### src/include/capi_consts.svh
`ifndef CAPI_CONSTS_SVH
`define CAPI_CONSTS_SVH

// tag pool geometry
// one tag per outstanding command on the link
`define CAPI_TAG_WIDTH 8
`define CAPI_TAG_COUNT 256

// compute unit index and link command code
`define CAPI_CU_ID_WIDTH 4
`define CAPI_CMD_TYPE_WIDTH 13

// effective address carried with each command
`define CAPI_ADDRESS_WIDTH 64

// link response code, passed through untouched
`define CAPI_RESPONSE_WIDTH 8

// almost full fires this many entries below full
`define CAPI_ALFULL_MARGIN 4

`endif

### src/hw/capi_pkg.sv
`include "capi_consts.svh"

package capi_pkg;

	// plain vectors with a meaning on the link
	typedef logic [`CAPI_TAG_WIDTH-1:0] tag_t;
	typedef logic [`CAPI_CU_ID_WIDTH-1:0] cu_id_t;
	typedef logic [`CAPI_CMD_TYPE_WIDTH-1:0] cmd_type_t;
	typedef logic [`CAPI_ADDRESS_WIDTH-1:0] address_t;
	typedef logic [`CAPI_RESPONSE_WIDTH-1:0] response_code_t;

	// what the tag ram keeps per tag
	typedef struct packed {
		cu_id_t cu_id;
		cmd_type_t cmd_type;
	} command_tag_line_t;

	// request as it comes in from a compute unit
	typedef struct packed {
		cu_id_t cu_id;
		cmd_type_t cmd_type;
		address_t address;
	} command_request_t;

	// tagged command toward the link
	typedef struct packed {
		tag_t tag;
		cmd_type_t cmd_type;
		address_t address;
	} command_out_t;

	// response routed back to its compute unit
	typedef struct packed {
		cu_id_t cu_id;
		cmd_type_t cmd_type;
		response_code_t response;
	} cu_response_t;

	// tag fifo flags, valid and empty are complements
	typedef struct packed {
		logic full;
		logic alfull;
		logic valid;
		logic empty;
	} tag_buffer_status_t;

	// pool init sequence
	typedef enum logic [1:0] {
		TAG_BUFFER_RESET,
		TAG_BUFFER_INIT,
		TAG_BUFFER_READY
	} tag_buffer_state_e;

endpackage

### src/hw/command_issuer.sv
`timescale 1ns/10ps

module command_issuer (
	input logic clock,
	input logic rstn,
	input logic command_request_valid,
	input capi_pkg::command_request_t command_request,
	output logic command_request_stall,
	input capi_pkg::tag_t tag_head,
	input capi_pkg::tag_buffer_status_t tag_buffer,
	input logic tag_buffer_ready,
	output logic tag_pop,
	output logic tag_record_valid,
	output capi_pkg::tag_t tag_record_tag,
	output capi_pkg::command_tag_line_t tag_record_line,
	output logic command_out_valid,
	output capi_pkg::command_out_t command_out
);

	logic accept;

	// stall while the pool fills or when no tag is left
	assign command_request_stall = !tag_buffer_ready || !tag_buffer.valid;

	// a strobe is taken only while not stalled
	assign accept = command_request_valid && !command_request_stall;

	//////////////////////////////////////////////////////////////////////
	// take the head tag and record its owner
	//////////////////////////////////////////////////////////////////////
	assign tag_pop = accept;
	assign tag_record_valid = accept;
	assign tag_record_tag = tag_head;
	assign tag_record_line.cu_id = command_request.cu_id;
	assign tag_record_line.cmd_type = command_request.cmd_type;

	//////////////////////////////////////////////////////////////////////
	// tagged command toward the link, one cycle after accept
	//////////////////////////////////////////////////////////////////////
	always_ff @(posedge clock or negedge rstn) begin
		if (!rstn) begin
			command_out_valid <= 1'b0;
		end else begin
			command_out_valid <= accept;
		end
	end

	// payload only moves on an accepted request
	always_ff @(posedge clock) begin
		if (accept) begin
			command_out.tag <= tag_head;
			command_out.cmd_type <= command_request.cmd_type;
			command_out.address <= command_request.address;
		end
	end

endmodule

### config.mk
export PLATFORM = sky130hd
export DESIGN_NAME = command_issuer
export DESIGN_NICKNAME = d
export VERILOG_FILES = /design/src/hw/capi_pkg.sv /design/src/hw/command_issuer.sv
export VERILOG_INCLUDE_DIRS = /design/src /design/src/include
export SDC_FILE = /design/constraint.sdc
export NUM_CORES = 1
export LEC_CHECK = 0
export BUFFER_PORTS_ARGS = -buffer_cell sky130_fd_sc_hd__buf_2
export CAP_MARGIN = 10
export CORE_ASPECT_RATIO = 0.7
export CORE_UTILIZATION = 42
export CTS_CLUSTER_DIAMETER = 30
export DETAILED_ROUTE_END_ITERATION = 10
export PLACE_DENSITY = 0.84
export SYNTH_ARGS = -nofsm -noshare
export SYNTH_HDL_FRONTEND = slang
export SYNTH_SLANG_ARGS = --single-unit
### constraint.sdc
create_clock -name clock -period 8.6 [get_ports clock]
set_input_delay 0.86 -clock clock [delete_from_list [all_inputs] [get_ports clock]]
set_output_delay 0.86 -clock clock [all_outputs]
set_load 0.1 [all_outputs]
* Word level (Yosys, flattened, before mapping) *
Index checks and enable logic that the tools add are counted.

word-level totals
  flip-flop bits (word level) = 86
  bits of input ports = 97
  output and inout bits = 114
  word-level logic and storage cells = 9

operators by class
  reduce and logical (&&, ||, !) cells = 5

operator list
  kind               count
  1-bit logical NOT  3
  1-bit logical AND  1
  1-bit logical OR   1

* Depth between registers and ports, before layout *
  word-level depth = 4
  depth in mapped cells = 2
  mapped depth without buffers = 1

* Worst setup path after synthesis *
Ideal clock, no wire load.

  kind = input port to output port
  start point = input port command_request_valid
  end point = output port tag_record_valid
  arrival = 4219 ps
  required time = 7740 ps
  setup slack = 3521 ps
  cell stages on the path = 2
  buffers on the path = 1
  path through = and3_1 -> buf_4

on the way
  longest elaborated chain between the ends = 1

ends and longest elaborated chain
  what                line                  text
  start: declaration  command_issuer.sv:6   input logic command_request_valid,
  1-bit logical AND   command_issuer.sv:26  assign accept = command_request_valid && !command_request_stall;
  end: declaration    command_issuer.sv:13  output logic tag_record_valid,

Every way passes these cells.

* Worst setup path in the final report *
  start point = input port tag_buffer_ready
  end point = output port tag_pop

on the way
  longest elaborated chain between the ends = 4

ends and longest elaborated chain
  what                line                  text
  start: declaration  command_issuer.sv:11  input logic tag_buffer_ready,
  1-bit logical NOT   command_issuer.sv:23  assign command_request_stall = !tag_buffer_ready || !tag_buffer.valid;
  1-bit logical OR    command_issuer.sv:23
  1-bit logical NOT   command_issuer.sv:26
  1-bit logical AND   command_issuer.sv:26
  end: declaration    command_issuer.sv:12  output logic tag_pop,

Every way passes these cells.

==> impl_metrics.csv <==
group,metric,value,unit
global_routing,grt_max_degree,47,
critical_path,crit_arrival,2.63,ns
placed_design,placed_cells,366,
power_and_ir_drop,switchingPower,349,uW
clocking,postCtsSetupBuffers,0,
cells_and_area,drive_gt1_share,71.1,%
global_routing,grt_pass1_vias,1652,
critical_path,startpoint_type,"input port",
critical_path,worst-setup-path-type,"in -> out",
cells_and_area,instances_no_fill,382,
critical_path,critPathTopFamily,"buffers and inverters",
drt,ant_nets,0,
synthesis,synth_top_family_by_area,"buffers and inverters",
global_routing,met2_usage,30.6,%
timing,fin_tns_setup,0,ns
timing,fin_crit,3.49,ns
global_routing,top_usage_layer,"met2",
critical_path,crit_fanout,46,
synthesis,ys_seq_area_share,92.6,%
drt,wire_per_inst,14.9,um
timing,fin_crit_sh,40.5,%
synthesis,yosys.cell_types.count,5,
clocking,post_cts_resized,0,
power_and_ir_drop,seqPwrFrac,50.2,%
drt,vias_per_cell,4.37,
synthesis,yosys-mux-area-fraction,0,%
global_routing,antenna_found_initial,0,
hold_path,hold_path.class,"in -> async",
critical_path,max_stage_delay,0.57,ns
clocking,clkTransAtPathRegs,0.08,ns
cells_and_area,syn_to_final_growth,39.2,%
cells_and_area,layout.nets,396,
clocking,clock_sinks,86,
critical_path,path_buf_inv,3,
synthesis,syn_nets,211,
power_and_ir_drop,leakage,1.68,nW
clocking,cts_buffers,9,
power_and_ir_drop,finalPower,969,uW
synthesis,synth_adder_area_share,0,%
cells_and_area,mostFrequentLayoutCells,"buf_2 (199), edfxtp_1 (85), clkbuf_8 (9)",
power_and_ir_drop,switching_share,36.0,%
synthesis,synthSimpleGateAreaFrac,0.360,%
global_routing,use_met3,6.41,%
global_routing,grt.met1_usage,17.0,%
drt,drt-initial-drc-count,59,
critical_path,cp-end-kind,"output pin",
timing,worstMarginPinSlew,0.594,ns
timing,rsz0062_at_grt,"no",
synthesis,syn_inst,114,
power_and_ir_drop,p_comb_share,23.9,%
clocking,cts_buffer_depth,2,
timing,finalHoldViolCount,0,
power_and_ir_drop,pwr_density_cell,250,nW/um^2
critical_path,cpMostUsedCell,"buf_2",
floorplan,die_y,70.1,um
floorplan,io_pins,211,
synthesis,synth_xor_xnor_area_share,0,%
cells_and_area,n_antenna_cell,0,
timing,worst_hold_slack,0.276,ns
critical_path,crit_slowest_cell,"and3_4",
synthesis,synth-seq-cells,86,
global_routing,grt-ovfl-total,0,
timing,relSlewSlack,60.4,%
synthesis,ys_warn_count,0,
global_routing,track_usage,16.7,%
clocking,cts_max_level,3,
power_and_ir_drop,p_int,620,uW
synthesis,synth_compound_area_share,0,%
power_and_ir_drop,p_clk_share,25.9,%
clocking,postCtsHoldBufs,0,
timing,setup_viol,0,
placed_design,port_buffers,199,
placed_design,gp_congestion,0.719,
power_and_ir_drop,peakVddDrop,0.114,mV
flow_run,drv_cap,0,
floorplan,die_width,99.3,um
clocking,clockRootBuffer,"clkbuf_8",
floorplan,rows,24,
critical_path,required,7.74,ns
floorplan,fp.dieArea,6960,um^2
timing,slew_violations,0,
run_status,outcome,"complete, no violations",
timing,fmax,287,MHz
drt,totalWireLength,5.71,mm
floorplan,core_area,6310,um^2
drt,vias,1671,
drt,drc,0,
cells_and_area,final_common_cell,"buf_2",
global_routing,grt_pass1_wl,8.33,mm
clocking,cts_tree,"done",
drt,drtPass1Iterations,4,
critical_path,critical_path.cell_chain,"buf_2, and3_4, buf_4, buf_2",
cells_and_area,fin_util,61.4,%
critical_path,path_depth,4,
synthesis,avgSynthCellArea,24.4,um^2
synthesis,synthesis.area,2780,um^2
floorplan,initial_core_util,44.1,%
## final timing paths
path                                startpoint                          end  slack (ns)
worst max-delay path          tag_buffer_ready                      tag_pop        5.11
worst min-delay path                      rstn  command_out_valid$_DFF_PN0_        0.28
max in group asynchronous                 rstn  command_out_valid$_DFF_PN0_        8.24
min in group clock         command_request[16]    command_out[16]$_DFFE_PP_        0.68
## synth_stat cells
library cell	n	area share (%)
and3_1	1	0.22
buf_4	26	7.0
dfrtp_1	1	0.90
edfxtp_1	85	92
nand2_1	1	0.13
## sequential cells by signal, summed over array words and instances, names as in the netlist
name	cells
command_out	85
command_out_valid	1
## layer usage
layer / wire, um / part of all wire [%]
met5: 0 / 0
met4: 68 / 1.2
met3: 467 / 8.2
met1: 1980 / 35
met2: 3190 / 56
## cell type report
| cell class | count | area [um^2] |
|---|---|---|
| Clock buffer | 9 | 124 |
| Sequential cell | 86 | 2580 |
| Clock inverter | 7 | 56.3 |
| Timing Repair Buffer | 200 | 1000 |
| Multi-Input combinational cell | 2 | 15.0 |
| Fill cell | 513 | 2430 |
| Tap cell | 78 | 97.6 |
## cell families (layout without fill, tap and decap cells)
logic type | Yosys count | in the layout
flip-flops | 86 | 86
buffers and inverters | 26 | 216
AND/OR/NAND/NOR | 2 | 2
## power by group through the flow
| stage | Sequential, mW | Combinational [mW] | Clock (mW) |
|---|---|---|---|
| finish | 0.487 | 0.231 | 0.251 |
| CTS | 0.487 | 0.232 | 0.261 |
| global route | 0.489 | 0.236 | 0.277 |
| floorplan | 0.637 | 0.0641 | 0 |
| detailed placement | 0.497 | 0.232 | 0 |
| global placement | 0.495 | 0.230 | 0 |
## metrics by stage
step                setup slack, ns  instance area (um^2)
CTS                            5.08                  3870
global route                   5.00                  3870
finish                         5.11                  3870
floorplan                      3.52                  2780
detailed placement             5.09                  3690
global placement               5.16                  3690
(Power assumes the default switching activity.)
