[src/include/capi_consts.svh]
`ifndef CAPI_CONSTS_SVH
`define CAPI_CONSTS_SVH

// tag pool geometry
// one tag per outstanding command on the link
`define CAPI_TAG_WIDTH 8
`define CAPI_TAG_COUNT 256

// compute unit index and link command code
`define CAPI_CU_ID_WIDTH 4
`define CAPI_CMD_TYPE_WIDTH 13

// effective address carried with each command
`define CAPI_ADDRESS_WIDTH 64

// link response code, passed through untouched
`define CAPI_RESPONSE_WIDTH 8

// almost full fires this many entries below full
`define CAPI_ALFULL_MARGIN 4

`endif

[src/hw/capi_pkg.sv]
`include "capi_consts.svh"

package capi_pkg;

	// plain vectors with a meaning on the link
	typedef logic [`CAPI_TAG_WIDTH-1:0] tag_t;
	typedef logic [`CAPI_CU_ID_WIDTH-1:0] cu_id_t;
	typedef logic [`CAPI_CMD_TYPE_WIDTH-1:0] cmd_type_t;
	typedef logic [`CAPI_ADDRESS_WIDTH-1:0] address_t;
	typedef logic [`CAPI_RESPONSE_WIDTH-1:0] response_code_t;

	// what the tag ram keeps per tag
	typedef struct packed {
		cu_id_t cu_id;
		cmd_type_t cmd_type;
	} command_tag_line_t;

	// request as it comes in from a compute unit
	typedef struct packed {
		cu_id_t cu_id;
		cmd_type_t cmd_type;
		address_t address;
	} command_request_t;

	// tagged command toward the link
	typedef struct packed {
		tag_t tag;
		cmd_type_t cmd_type;
		address_t address;
	} command_out_t;

	// response routed back to its compute unit
	typedef struct packed {
		cu_id_t cu_id;
		cmd_type_t cmd_type;
		response_code_t response;
	} cu_response_t;

	// tag fifo flags, valid and empty are complements
	typedef struct packed {
		logic full;
		logic alfull;
		logic valid;
		logic empty;
	} tag_buffer_status_t;

	// pool init sequence
	typedef enum logic [1:0] {
		TAG_BUFFER_RESET,
		TAG_BUFFER_INIT,
		TAG_BUFFER_READY
	} tag_buffer_state_e;

endpackage

[src/hw/response_router.sv]
`timescale 1ns/10ps

module response_router (
	input logic clock,
	input logic rstn,
	input logic response_valid,
	input capi_pkg::tag_t response_tag,
	input capi_pkg::response_code_t response_code,
	input logic data_read_valid,
	input capi_pkg::tag_t data_read_tag,
	input capi_pkg::command_tag_line_t response_line,
	input capi_pkg::command_tag_line_t data_read_line,
	output logic cu_response_valid,
	output capi_pkg::cu_response_t cu_response,
	output logic data_read_cu_valid,
	output capi_pkg::command_tag_line_t data_read_cu,
	output logic tag_return_valid,
	output capi_pkg::tag_t tag_return_tag
);

	logic response_valid_q;
	logic data_read_valid_q;
	capi_pkg::tag_t response_tag_q;
	capi_pkg::response_code_t response_code_q;

	//////////////////////////////////////////////////////////////////////
	// line up strobes with the tag ram read
	//////////////////////////////////////////////////////////////////////
	always_ff @(posedge clock or negedge rstn) begin
		if (!rstn) begin
			response_valid_q <= 1'b0;
			data_read_valid_q <= 1'b0;
		end else begin
			response_valid_q <= response_valid;
			data_read_valid_q <= data_read_valid;
		end
	end

	always_ff @(posedge clock) begin
		response_tag_q <= response_tag;
		response_code_q <= response_code;
	end

	// response goes to the cu that owns the tag
	// response code passes through as received
	assign cu_response_valid = response_valid_q;
	assign cu_response.cu_id = response_line.cu_id;
	assign cu_response.cmd_type = response_line.cmd_type;
	assign cu_response.response = response_code_q;

	// read beat resolves to its cu, no buffering here
	assign data_read_cu_valid = data_read_valid_q;
	assign data_read_cu = data_read_line;

	// tag is free once its response is routed
	assign tag_return_valid = response_valid_q;
	assign tag_return_tag = response_tag_q;

endmodule

[config.mk]
export PLATFORM = sky130hd
export DESIGN_NAME = response_router
export DESIGN_NICKNAME = d
export VERILOG_FILES = /design/src/hw/capi_pkg.sv /design/src/hw/response_router.sv
export VERILOG_INCLUDE_DIRS = /design/src /design/src/include
export SDC_FILE = /design/constraint.sdc
export NUM_CORES = 1
export LEC_CHECK = 0
export ABC_AREA = 1
export ABC_CLOCK_PERIOD_IN_PS = 800
export BUFFER_PORTS_ARGS = -buffer_cell sky130_fd_sc_hd__buf_4
export CORE_MARGIN = 2
export CORE_UTILIZATION = 26
export CTS_BUF_LIST = sky130_fd_sc_hd__clkbuf_8
export DETAILED_ROUTE_END_ITERATION = 6
export GPL_ROUTABILITY_DRIVEN = 0
export PLACE_DENSITY = 0.8
export SYNTH_ARGS = -nofsm -noshare
export SYNTH_HDL_FRONTEND = slang
export SYNTH_SLANG_ARGS = --single-unit
[constraint.sdc]
create_clock -name clock -period 0.8 [get_ports clock]
set_input_delay 0.08 -clock clock [delete_from_list [all_inputs] [get_ports clock]]
set_output_delay 0.08 -clock clock [all_outputs]
set_load 0.1 [all_outputs]
==> Word-level counts from Yosys, hierarchy flattened <==
Cells that the tools add are included.
{ "word_totals": {"regBits": 18, "latchBits": 0, "ram_bits": 0, "mem_bits_ro": 0, "input_bits": 62, "memories": 0} }
{ "classes": {"add_sub_neg": 0, "mul": 0, "div_mod_pow": 0, "n_lt_le_gt_ge": 0, "eq_ne": 0, "n_shift": 0, "mux": 0, "bitwise": 0, "n_reduce_logical": 0} }

==> Logic depth before layout (Yosys ltp) <==
Gate-level depths: netlist of run 1.
{ "logic_depth": {"depth_word": 0, "depth_mapped": 1} }

==> Worst setup path before layout of run 1 <==
Ideal clock, no wire load.
{ "synth_path": {"path_kind": "register -> output", "from": "reg response_valid_q (netlist: cu_response_valid)", "to": "out tag_return_valid", "arrival_ps": 1324, "path_slack_ps": -604, "stages_incl_launch_ff": 2, "n_path_buf": 1, "cell_sequence": "dfrtp_1 -> buf_4"} }
{ "synth_rtl": {"columns": ["element", "line_no", "text"], "rows": [
  ["from (decl)", "response_router.sv:21", "logic response_valid_q;"],
  ["from (signal assigned)", "response_router.sv:34", "response_valid_q <= response_valid;"],
  ["to (decl)", "response_router.sv:17", "output logic tag_return_valid,"]
]} }
No word-level cell between the ends.

==> Worst setup path in the final report of run 1 <==
{ "layout_path": {"from": "reg response_valid_q (netlist: cu_response_valid)", "to": "out cu_response_valid"} }
{ "layout_rtl": {"columns": ["element", "line_no", "text"], "rows": [
  ["to (decl)", "response_router.sv:13", "output logic cu_response_valid,"]
]} }
No word-level cell between the ends.

==> results of run 1 <==
## layout make-up
class,instances,area share (%)
repair buffers,57,58.7
flip-flops and latches,18,33.6
well taps,28,2.98
clock buffers,4,4.68
## cell families (layout without fill, tap and decap cells)
logic type	Yosys count	after routing	synth area share (%)
buf+inv	35	61	41.5
flops	18	18	58.5
## path summary, 6_finish.rpt
kind	startpoint	end	slack, ns	depth (start not counted)
max	cu_response_valid$_DFF_PN0_	cu_response_valid	-0.20	1
min	rstn	data_read_cu_valid$_DFF_PN0_	0.15	2
max in group asynchronous	rstn	cu_response_valid$_DFF_PN0_	0.55	2
min in group clock	response_line[3]	cu_response[11]	0.16	0
## layout by cell type, fill, tap and decap left out, drive strengths merged
master / n
buf: 38
dfxtp: 16
dfrtp: 2
dlygate4sd3: 19
clkbuf: 4
## timing repair
item	4_1_cts	5_1_grt
gates resized for setup	52	0
hold buffers	19	0
hold endpoints to repair	20	0
endpoints found under the setup margin	19	19
## power by group
group | internal (µW) | switching (µW)
combinational | 295 | 430
clock | 437 | 289
sequential | 958 | 41.2
## sequential cells by signal, indices dropped and copies added (netlist names)
| register | flops |
|---|---|
| cu_response_valid | 1 |
| data_read_cu_valid | 1 |
| response_code_q | 8 |
| tag_return_tag | 8 |
## Yosys cell counts
library cell	count	area share (%)
buf_4	35	42
dfrtp_1	2	7.9
dfxtp_1	16	51
## per-stage QoR
stage	utilization [%]	total power [µW]
6_report	52.2	2450
5_1_grt	52.2	2520
4_1_cts	52.2	2460
3_5_place_dp	31.7	1520
3_3_place_gp	31.7	1510
2_1_floorplan	-	2170
## per-layer routing
layer  GRT usage, %  wire [µm]  vias up
li1               -          -      175
met1           7.41        353      192
met2           30.9       1390       44
met3           13.3        268        4
met4           6.84         48        0
met5              0          0        -
==> impl_results.md, run 1 <==
* Status: finished, violations left
* Failing checks: negative setup slack
* Multi-input gates at 0
* # Max-Cap Violations at 0
* Syn avg cell area at 11.9 µm²
* DRC viols at 0
* Multi-input gate area at 0 µm²
* Worst Hold Class: input port to async pin
* Fin crit period at between 0.9 and 1 ns
* DR iter-0 viols at 1
* Placed cells at 84
* Post-route cell area at 1180 µm²
* Cells after Synth at 53
* Total track usage at 15.1%
* Fillers at about 200
* PortBufs at 38
* IR drop worst, VDD at 1.44 mV
* Worst path bufs/invs at 1
* N_diodes at 0
* Mapped Nets at 115
* PwrDens at 2080 nW/µm²
* TritonCTS buffer count at 3
* Post-Route WL at about 2100 µm
* Initial antenna violation count at 0
* Vias per inst at 3.88
* Placed cell area at between 700 and 800 µm²
* Clock-pin slew on the worst setup and hold paths at approximately 0.060 ns
* Critical path cell sequence: buf_6
* Starting density of the core at 28.1%
* DRT antenna net count at 0
* Mapped Area at 633 µm²
* Fin nets at around 140
* Largest net degree at the start of global routing at 11
* CP top delay family: flip-flops
* Remaining Overflow, GRT at 0
* Fmax at roughly 1000 MHz
* DP HPWL at 1270 µm
* Chip height at around 53 µm
* Slew Limit Fails at 0
* Area growth syn-to-layout at 85.8%
* Number of global-route vias before repair at 464
* Post-synthesis sequential area ratio at 58.5%
* Pre-antenna DRT Iters at 2
* Final Hold Slack at ~0.15 ns
* Worst EP required at 0.72 ns
* Post-placement setup slack at about 0.037 ns
* Critical Path Fanout Max at 2
* FF/Latch Area at 395 µm²
* Vias at 415
* Static Leak at 0.000526 µW
* CTS Sinks at 18
* Relative slew slack at between 80% and 90%
* CTS tree: yes
* Slowest cell delay on critical path at 0.48 ns
* Max Root-Sink Buffers at 2
* Slowest cell on crit path: dfrtp_4
* Netlist cell types at 3
* Share of cells above drive strength 1 at 75.9%
* Routed len/inst at about 19 µm
* Core Area at 2250 µm²
* Clk root buf: clkbuf_8
* PnR worst setup slack at -0.199 ns
* Setup CP Type: register to output pin
* Startpoint Class: register
* Setup Buffers After CTS at 0
* Crit path DAT at ~0.9 ns
* Slew @ Worst Pin at roughly 0.20 ns
* RSZ-0062 raised after global routing: yes
* Final instance count without filler cells at 107
* First-pass GRT wire length at 2620 µm
* Post-synthesis register bit count at 18
* Post-Route Setup TNS at -1.29 ns
* Final setup viols at 19
* Num rows at 17
* # IOs at around 120
* Worst setup EP type: output pin
* H-tree lvl count at 1
* Hold Vio Cnt, Final at 0
* Die area at 2850 µm²
* Chip Width at about 53 µm
* Final period util at 125%
* Ys Warns at 0
(Power assumes the default switching activity.)
==> run 2, diff against run 1 <==
--- a/config.mk
+++ b/config.mk
@@ -15,6 +15,8 @@
 export DETAILED_ROUTE_END_ITERATION = 6
 export GPL_ROUTABILITY_DRIVEN = 0
 export PLACE_DENSITY = 0.8
+export RECOVER_POWER = 100
+export SKIP_LAST_GASP = 1
 export SYNTH_ARGS = -nofsm -noshare
 export SYNTH_HDL_FRONTEND = slang
 export SYNTH_SLANG_ARGS = --single-unit
==> impl_results.md, run 2 (same netlist as run 1, synthesis figures left out) <==
* CP top delay family: flip-flops
* TritonCTS buffer count at 3 (unchanged)
* Status: finished, violations left
* Net Sw Power at 756 µW (-0.62%)
* RSZ-0062 raised after global routing: yes
* Static Leak at 0.000519 µW (-1.4%)
* PwrDens at 2080 nW/µm² (-0.14%)
* Clk root buf: clkbuf_8
* Num rows at 17 (unchanged)
* Setup CP Type: register to output pin
* Die area at 2850 µm² (unchanged)
* Fin nets at 142 (unchanged)
* Share of cells above drive strength 1 at 74.7% (-1.3 points)
* Met2 routed wirelength at 1390 µm (-0.14%)
* Clock-pin slew on the worst setup and hold paths at 0.06 ns (about the same)
* Commonest non-fill, non-tap cell in the layout: dlygate4sd3_1
* Final Hold Slack at 0.150 ns (-0.000704 ns)
* Final period util at 125% (about the same)
* Crit path DAT at 0.92 ns (about the same)
* Routed len/inst at 19.1 µm (-0.83%)
* Critical path cell sequence: buf_6
* CTS Sinks at 18 (unchanged)
* Vias per inst at 3.90 (+0.48%)
* Failing checks: negative setup slack
* CTS tree: yes
* Max Root-Sink Buffers at 2 (unchanged)
* Fin crit period at 0.999 ns (-0.000220 ns)
* Initial antenna violation count at 0 (unchanged)
* Clock power frac at 29.6% (about the same)
* Pre-antenna DRT Iters at 2 (unchanged)
* Crit path to: cu_response_valid
* Worst Hold Class: input port to async pin
* H-tree lvl count at 1 (unchanged)
* Combinational fraction of design power at 29.4% (-0.2 points)
* PnR worst setup slack at -0.199 ns (+0.000220 ns)
* Largest net degree at the start of global routing at 11 (unchanged)
* Total track usage at 15.1% (unchanged)
* N_diodes at 0 (unchanged)
* Multi-input gates at 0 (unchanged)
* Worst path bufs/invs at 1 (unchanged)
* DRT antenna net count at 0 (unchanged)
* Placed cell area at 716 µm² (unchanged)
* Area growth syn-to-layout at 85.2%
* Critical Path Stages at 1 (unchanged)
* Crit path from: cu_response_valid$_DFF_PN0_
* Seq pwr share at 41.0% (+0.2 points)
* DRC viols at 0 (unchanged)
* Final setup viols at 19 (unchanged)
* DR top layer: met4
* Pint at 1680 µW (-0.38%)
* Post-Route Setup TNS at -1.28 ns (+0.0119 ns)
* Slowest cell on crit path: dfrtp_4
* Starting density of the core at 28.1% (unchanged)
* # IOs at 115 (unchanged)
* DR iter-0 viols at 1 (unchanged)
* PortBufs at 38 (unchanged)
* # Max-Cap Violations at 0 (unchanged)
* Remaining Overflow, GRT at 0 (unchanged)
* Post-Route WL at 2040 µm (-0.83%)
* Fmax at 1000 MHz (about the same)
* Slew @ Worst Pin at 0.201 ns (unchanged)
* IR drop worst, VDD at 1.43 mV (-0.92%)
* Core Area at 2250 µm² (unchanged)
* Met3 WL post-DR at 271 µm (+1.1%)
* First-pass GRT wire length at 2620 µm (unchanged)
* Most frequent cells in the layout: 19 x dlygate4sd3_1, 18 x clkbuf_4, 16 x buf_12, 16 x dfxtp_2, 4 x clkbuf_8
* Hold Vio Cnt, Final at 0 (unchanged)
* Net Sw Frac at 31.0% (-0.051 points)
* Chip Width at 53.3 µm (unchanged)
* Critical Path Fanout Max at 2 (unchanged)
* Vias at 417 (+0.48%)
* Slowest cell delay on critical path at 0.48 ns (about the same)
* Startpoint Class: register
* Worst EP required at 0.72 ns (about the same)
* Multi-input gate area at 0 µm² (unchanged)
* DP HPWL at 1270 µm (unchanged)
* Met1 WL at 334 µm (-5.4%)
* Post-route cell area at 1170 µm² (-0.32%)
* Slew Limit Fails at 0 (unchanged)
* Relative slew slack at 86.6% (unchanged)
* Worst setup EP type: output pin
* Fillers at 196 (+0.51%)
* Chip height at 53.3 µm (unchanged)
* Number of global-route vias before repair at 464 (unchanged)
-- run 2: worst min path at each step --
stage,slack [ns],endpoint,start
3_5_place_dp,-0.14,cu_response_valid$_DFF_PN0_,rstn
5_1_grt,0.16,cu_response_valid$_DFF_PN0_,rstn
6_report,0.15,cu_response_valid$_DFF_PN0_,rstn
4_1_cts,0.14,data_read_cu_valid$_DFF_PN0_,rstn
3_3_place_gp,-0.14,cu_response_valid$_DFF_PN0_,rstn
2_1_floorplan,-0.22,data_read_cu_valid$_DFF_PN0_,rstn
-- run 2: timing repair --
item                                    in CTS  in global routing
gates resized for setup                     52                  0
pin swaps                                    0                  0
endpoints found under the setup margin      19                 19
endpoints found under the hold margin       20                  0
setup buffers                                0                  0
hold buffers                                19                  0
-- run 2: power groups by stage --
stage | registers (µW) | clock network [µW] | logic (µW)
floorplan | 1350 | 0 | 827
global route | 1000 | 779 | 733
detailed placement | 992 | 0 | 527
CTS | 998 | 741 | 720
finish | 999 | 723 | 718
global placement | 987 | 0 | 522
-- run 2: final cells by class --
cell class | count | area (µm²) | share of cell area, %
clock buffer | 4 | 55.1 | 4.70
sequential | 18 | 395 | 33.7
tap | 28 | 35.0 | 2.99
timing repair buffer | 57 | 687 | 58.6
-- run 2: through the flow --
stage,setup slack [ns],total power [µW],util (%),cells
2_1_floorplan,-0.150,2170,-,53
3_3_place_gp,0.0389,1510,31.7,84
3_5_place_dp,0.0368,1520,31.7,84
4_1_cts,-0.206,2460,52.2,107
5_1_grt,-0.227,2510,52.0,107
6_report,-0.199,2440,52.0,107
-- run 2: layer usage --
metal	GRT usage, %	vias up
met5	0	-
met2	30.9	46
li1	-	175
met1	7.41	192
met3	13.3	4
met4	6.84	0
==> run 3, diff against run 2 <==
--- a/config.mk
+++ b/config.mk
@@ -6,7 +6,6 @@
 export SDC_FILE = /design/constraint.sdc
 export NUM_CORES = 1
 export LEC_CHECK = 0
-export ABC_AREA = 1
 export ABC_CLOCK_PERIOD_IN_PS = 800
 export BUFFER_PORTS_ARGS = -buffer_cell sky130_fd_sc_hd__buf_4
 export CORE_MARGIN = 2
==> constraint.sdc (replaced) <==
create_clock -name clock -period 0.8 [get_ports clock]
set_input_delay 0.24 -clock clock [delete_from_list [all_inputs] [get_ports clock]]
set_output_delay 0.24 -clock clock [all_outputs]
set_load 0.1 [all_outputs]
==> impl_results.md, run 3 (same netlist as run 1, synthesis figures left out) <==
* Status: finished, violations left
* Failing checks: negative setup slack
* Share of cells above drive strength 1 at 95.1% (+20 points)
* Relative slew slack at 86.5% (about the same)
* Num rows at 17 (unchanged)
* Slowest cell on crit path: dfrtp_4
* Initial antenna violation count at 0 (unchanged)
* Most frequent cells in the layout: 18 x clkbuf_4, 17 x buf_12, 16 x dfxtp_4, 3 x clkbuf_8
* PwrDens at 2160 nW/µm² (+3.8%)
* Largest net degree at the start of global routing at 11 (unchanged)
* # Max-Cap Violations at 0 (unchanged)
* Post-route cell area at 1030 µm² (-12%)
* PnR worst setup slack at -0.359 ns (-0.160 ns)
* Fin nets at 124 (-13%)
* Worst setup EP type: output pin
* CTS tree: yes
* Fin crit period at 1.16 ns (+0.160 ns)
* # IOs at 115 (unchanged)
* Fillers at 207 (+5.6%)
* TritonCTS buffer count at 3 (unchanged)
* DRC viols at 0 (unchanged)
* Worst path bufs/invs at 1 (unchanged)
* Critical path cell sequence: buf_6
* Clk root buf: clkbuf_8
* Worst Hold Class: input port to register
* Post-placement setup slack at -0.126 ns (-0.163 ns)
* Number of global-route vias before repair at 367 (-21%)
* Crit path DAT at 0.92 ns (about the same)
* IR drop worst, VDD at 1.12 mV (-22%)
* Area growth syn-to-layout at 62.6%
* CP top delay family: flip-flops
* Multi-input gate area at 0 µm² (unchanged)
* Die area at 2850 µm² (unchanged)
* Hold Vio Cnt, Final at 0 (unchanged)
* Commonest non-fill, non-tap cell in the layout: clkbuf_4
* Slowest cell delay on critical path at 0.48 ns (about the same)
* PortBufs at 38 (unchanged)
* Setup Buffers After CTS at 0 (unchanged)
* Post-Route Setup TNS at -4.33 ns (-3.05 ns)
* Critical Path Fanout Max at 2 (unchanged)
* Chip Width at 53.3 µm (unchanged)
* Startpoint Class: register
* Core Area at 2250 µm² (unchanged)
* Slew Limit Fails at 0 (unchanged)
* CTS Sinks at 18 (unchanged)
* Final instance count without filler cells at 89 (-17%)
* Fmax at 863 MHz (-14%)
* Placed cells at 84 (unchanged)
* FF/Latch Area at 438 µm² (+11%)
* Static Leak at 0.000445 µW (-14%)
* Routed len/inst at 16.3 µm (-15%)
* Vias at 347 (-17%)
* Placed cell area at 758 µm² (+5.9%)
* DRT antenna net count at 0 (unchanged)
* Remaining Overflow, GRT at 0 (unchanged)
* Final period util at 145% (+20 points)
* Post-Route WL at 1450 µm (-29%)
* Vias per inst at 3.90 (about the same)
* Chip height at 53.3 µm (unchanged)
* RSZ-0062 raised after global routing: yes
* Max Root-Sink Buffers at 2 (unchanged)
* DR iter-0 viols at 3 (+2)
* N_diodes at 0 (unchanged)
* Starting density of the core at 28.1% (unchanged)
* Clock-pin slew on the worst setup and hold paths at 0.06 ns (about the same)
* First-pass GRT wire length at 1860 µm (-29%)
* Worst EP required at 0.56 ns (-0.16 ns)
* Slew @ Worst Pin at 0.202 ns (+0.00129 ns)
* H-tree lvl count at 1 (unchanged)
* Setup CP Type: register to output pin
* Pre-antenna DRT Iters at 4 (+2)
* Total track usage at 10.2% (-4.9 points)
* Multi-input gates at 0 (unchanged)
* Final setup viols at 19 (unchanged)
==> run 3: changes by cell type in the layout (fill, tap and decap cells not counted), sizes merged <==
cell	before	now
clkbuf	23	22
clkinv	0	1
dlygate4sd3	19	1
==> run 3: final timing paths <==
kind,slack [ns],from,endpoint,depth (start not counted)
max in group asynchronous,0.32,rstn,cu_response_valid$_DFF_PN0_,2
worst max-delay path,-0.36,cu_response_valid$_DFF_PN0_,cu_response_valid,1
worst min-delay path,0.11,response_code[2],response_code_q[2]$_DFF_P_,1
min in group asynchronous,0.32,rstn,data_read_cu_valid$_DFF_PN0_,2
==> run 3: where the power goes <==
part	switching [µW]	internal, µW
Combinational	408	235
Sequential	40.0	928
Clock	275	340
==> run 3: cell type report <==
class / instances / share of cell area [%]
timing repair buffer: 39 / 49.7
sequential: 18 / 42.5
clock buffer: 3 / 4.01
clock inverter: 1 / 0.365
tap: 28 / 3.40
==> run 3: per-stage QoR <==
step / total power [µW] / utilization, % / hold WS [ns]
6_report: 2220 / 45.7 / 0.111
5_1_grt: 2320 / 45.7 / 0.0930
2_1_floorplan: 2150 / - / -0.0556
3_3_place_gp: 1480 / 33.6 / 0.0222
4_1_cts: 2260 / 45.4 / 0.0805
3_5_place_dp: 1490 / 33.6 / 0.0281
==> run 3: timing repair <==
item / in CTS / in global routing
hold buffers: 1 / 0
hold endpoints to repair: 2 / 0
resized for setup: 51 / 2
setup endpoints to repair: 19 / 19
==> run 3: routing by layer <==
layer | global-route usage [%] | wire (µm) | part of all wire (%) | vias up
met1 | 6.19 | 252 | 17 | 173
li1 | - | - | - | 139
met5 | 0 | 0 | 0 | -
met4 | 6.41 | 32 | 2.2 | 0
met2 | 19.3 | 997 | 69 | 31
met3 | 7.91 | 167 | 12 | 4
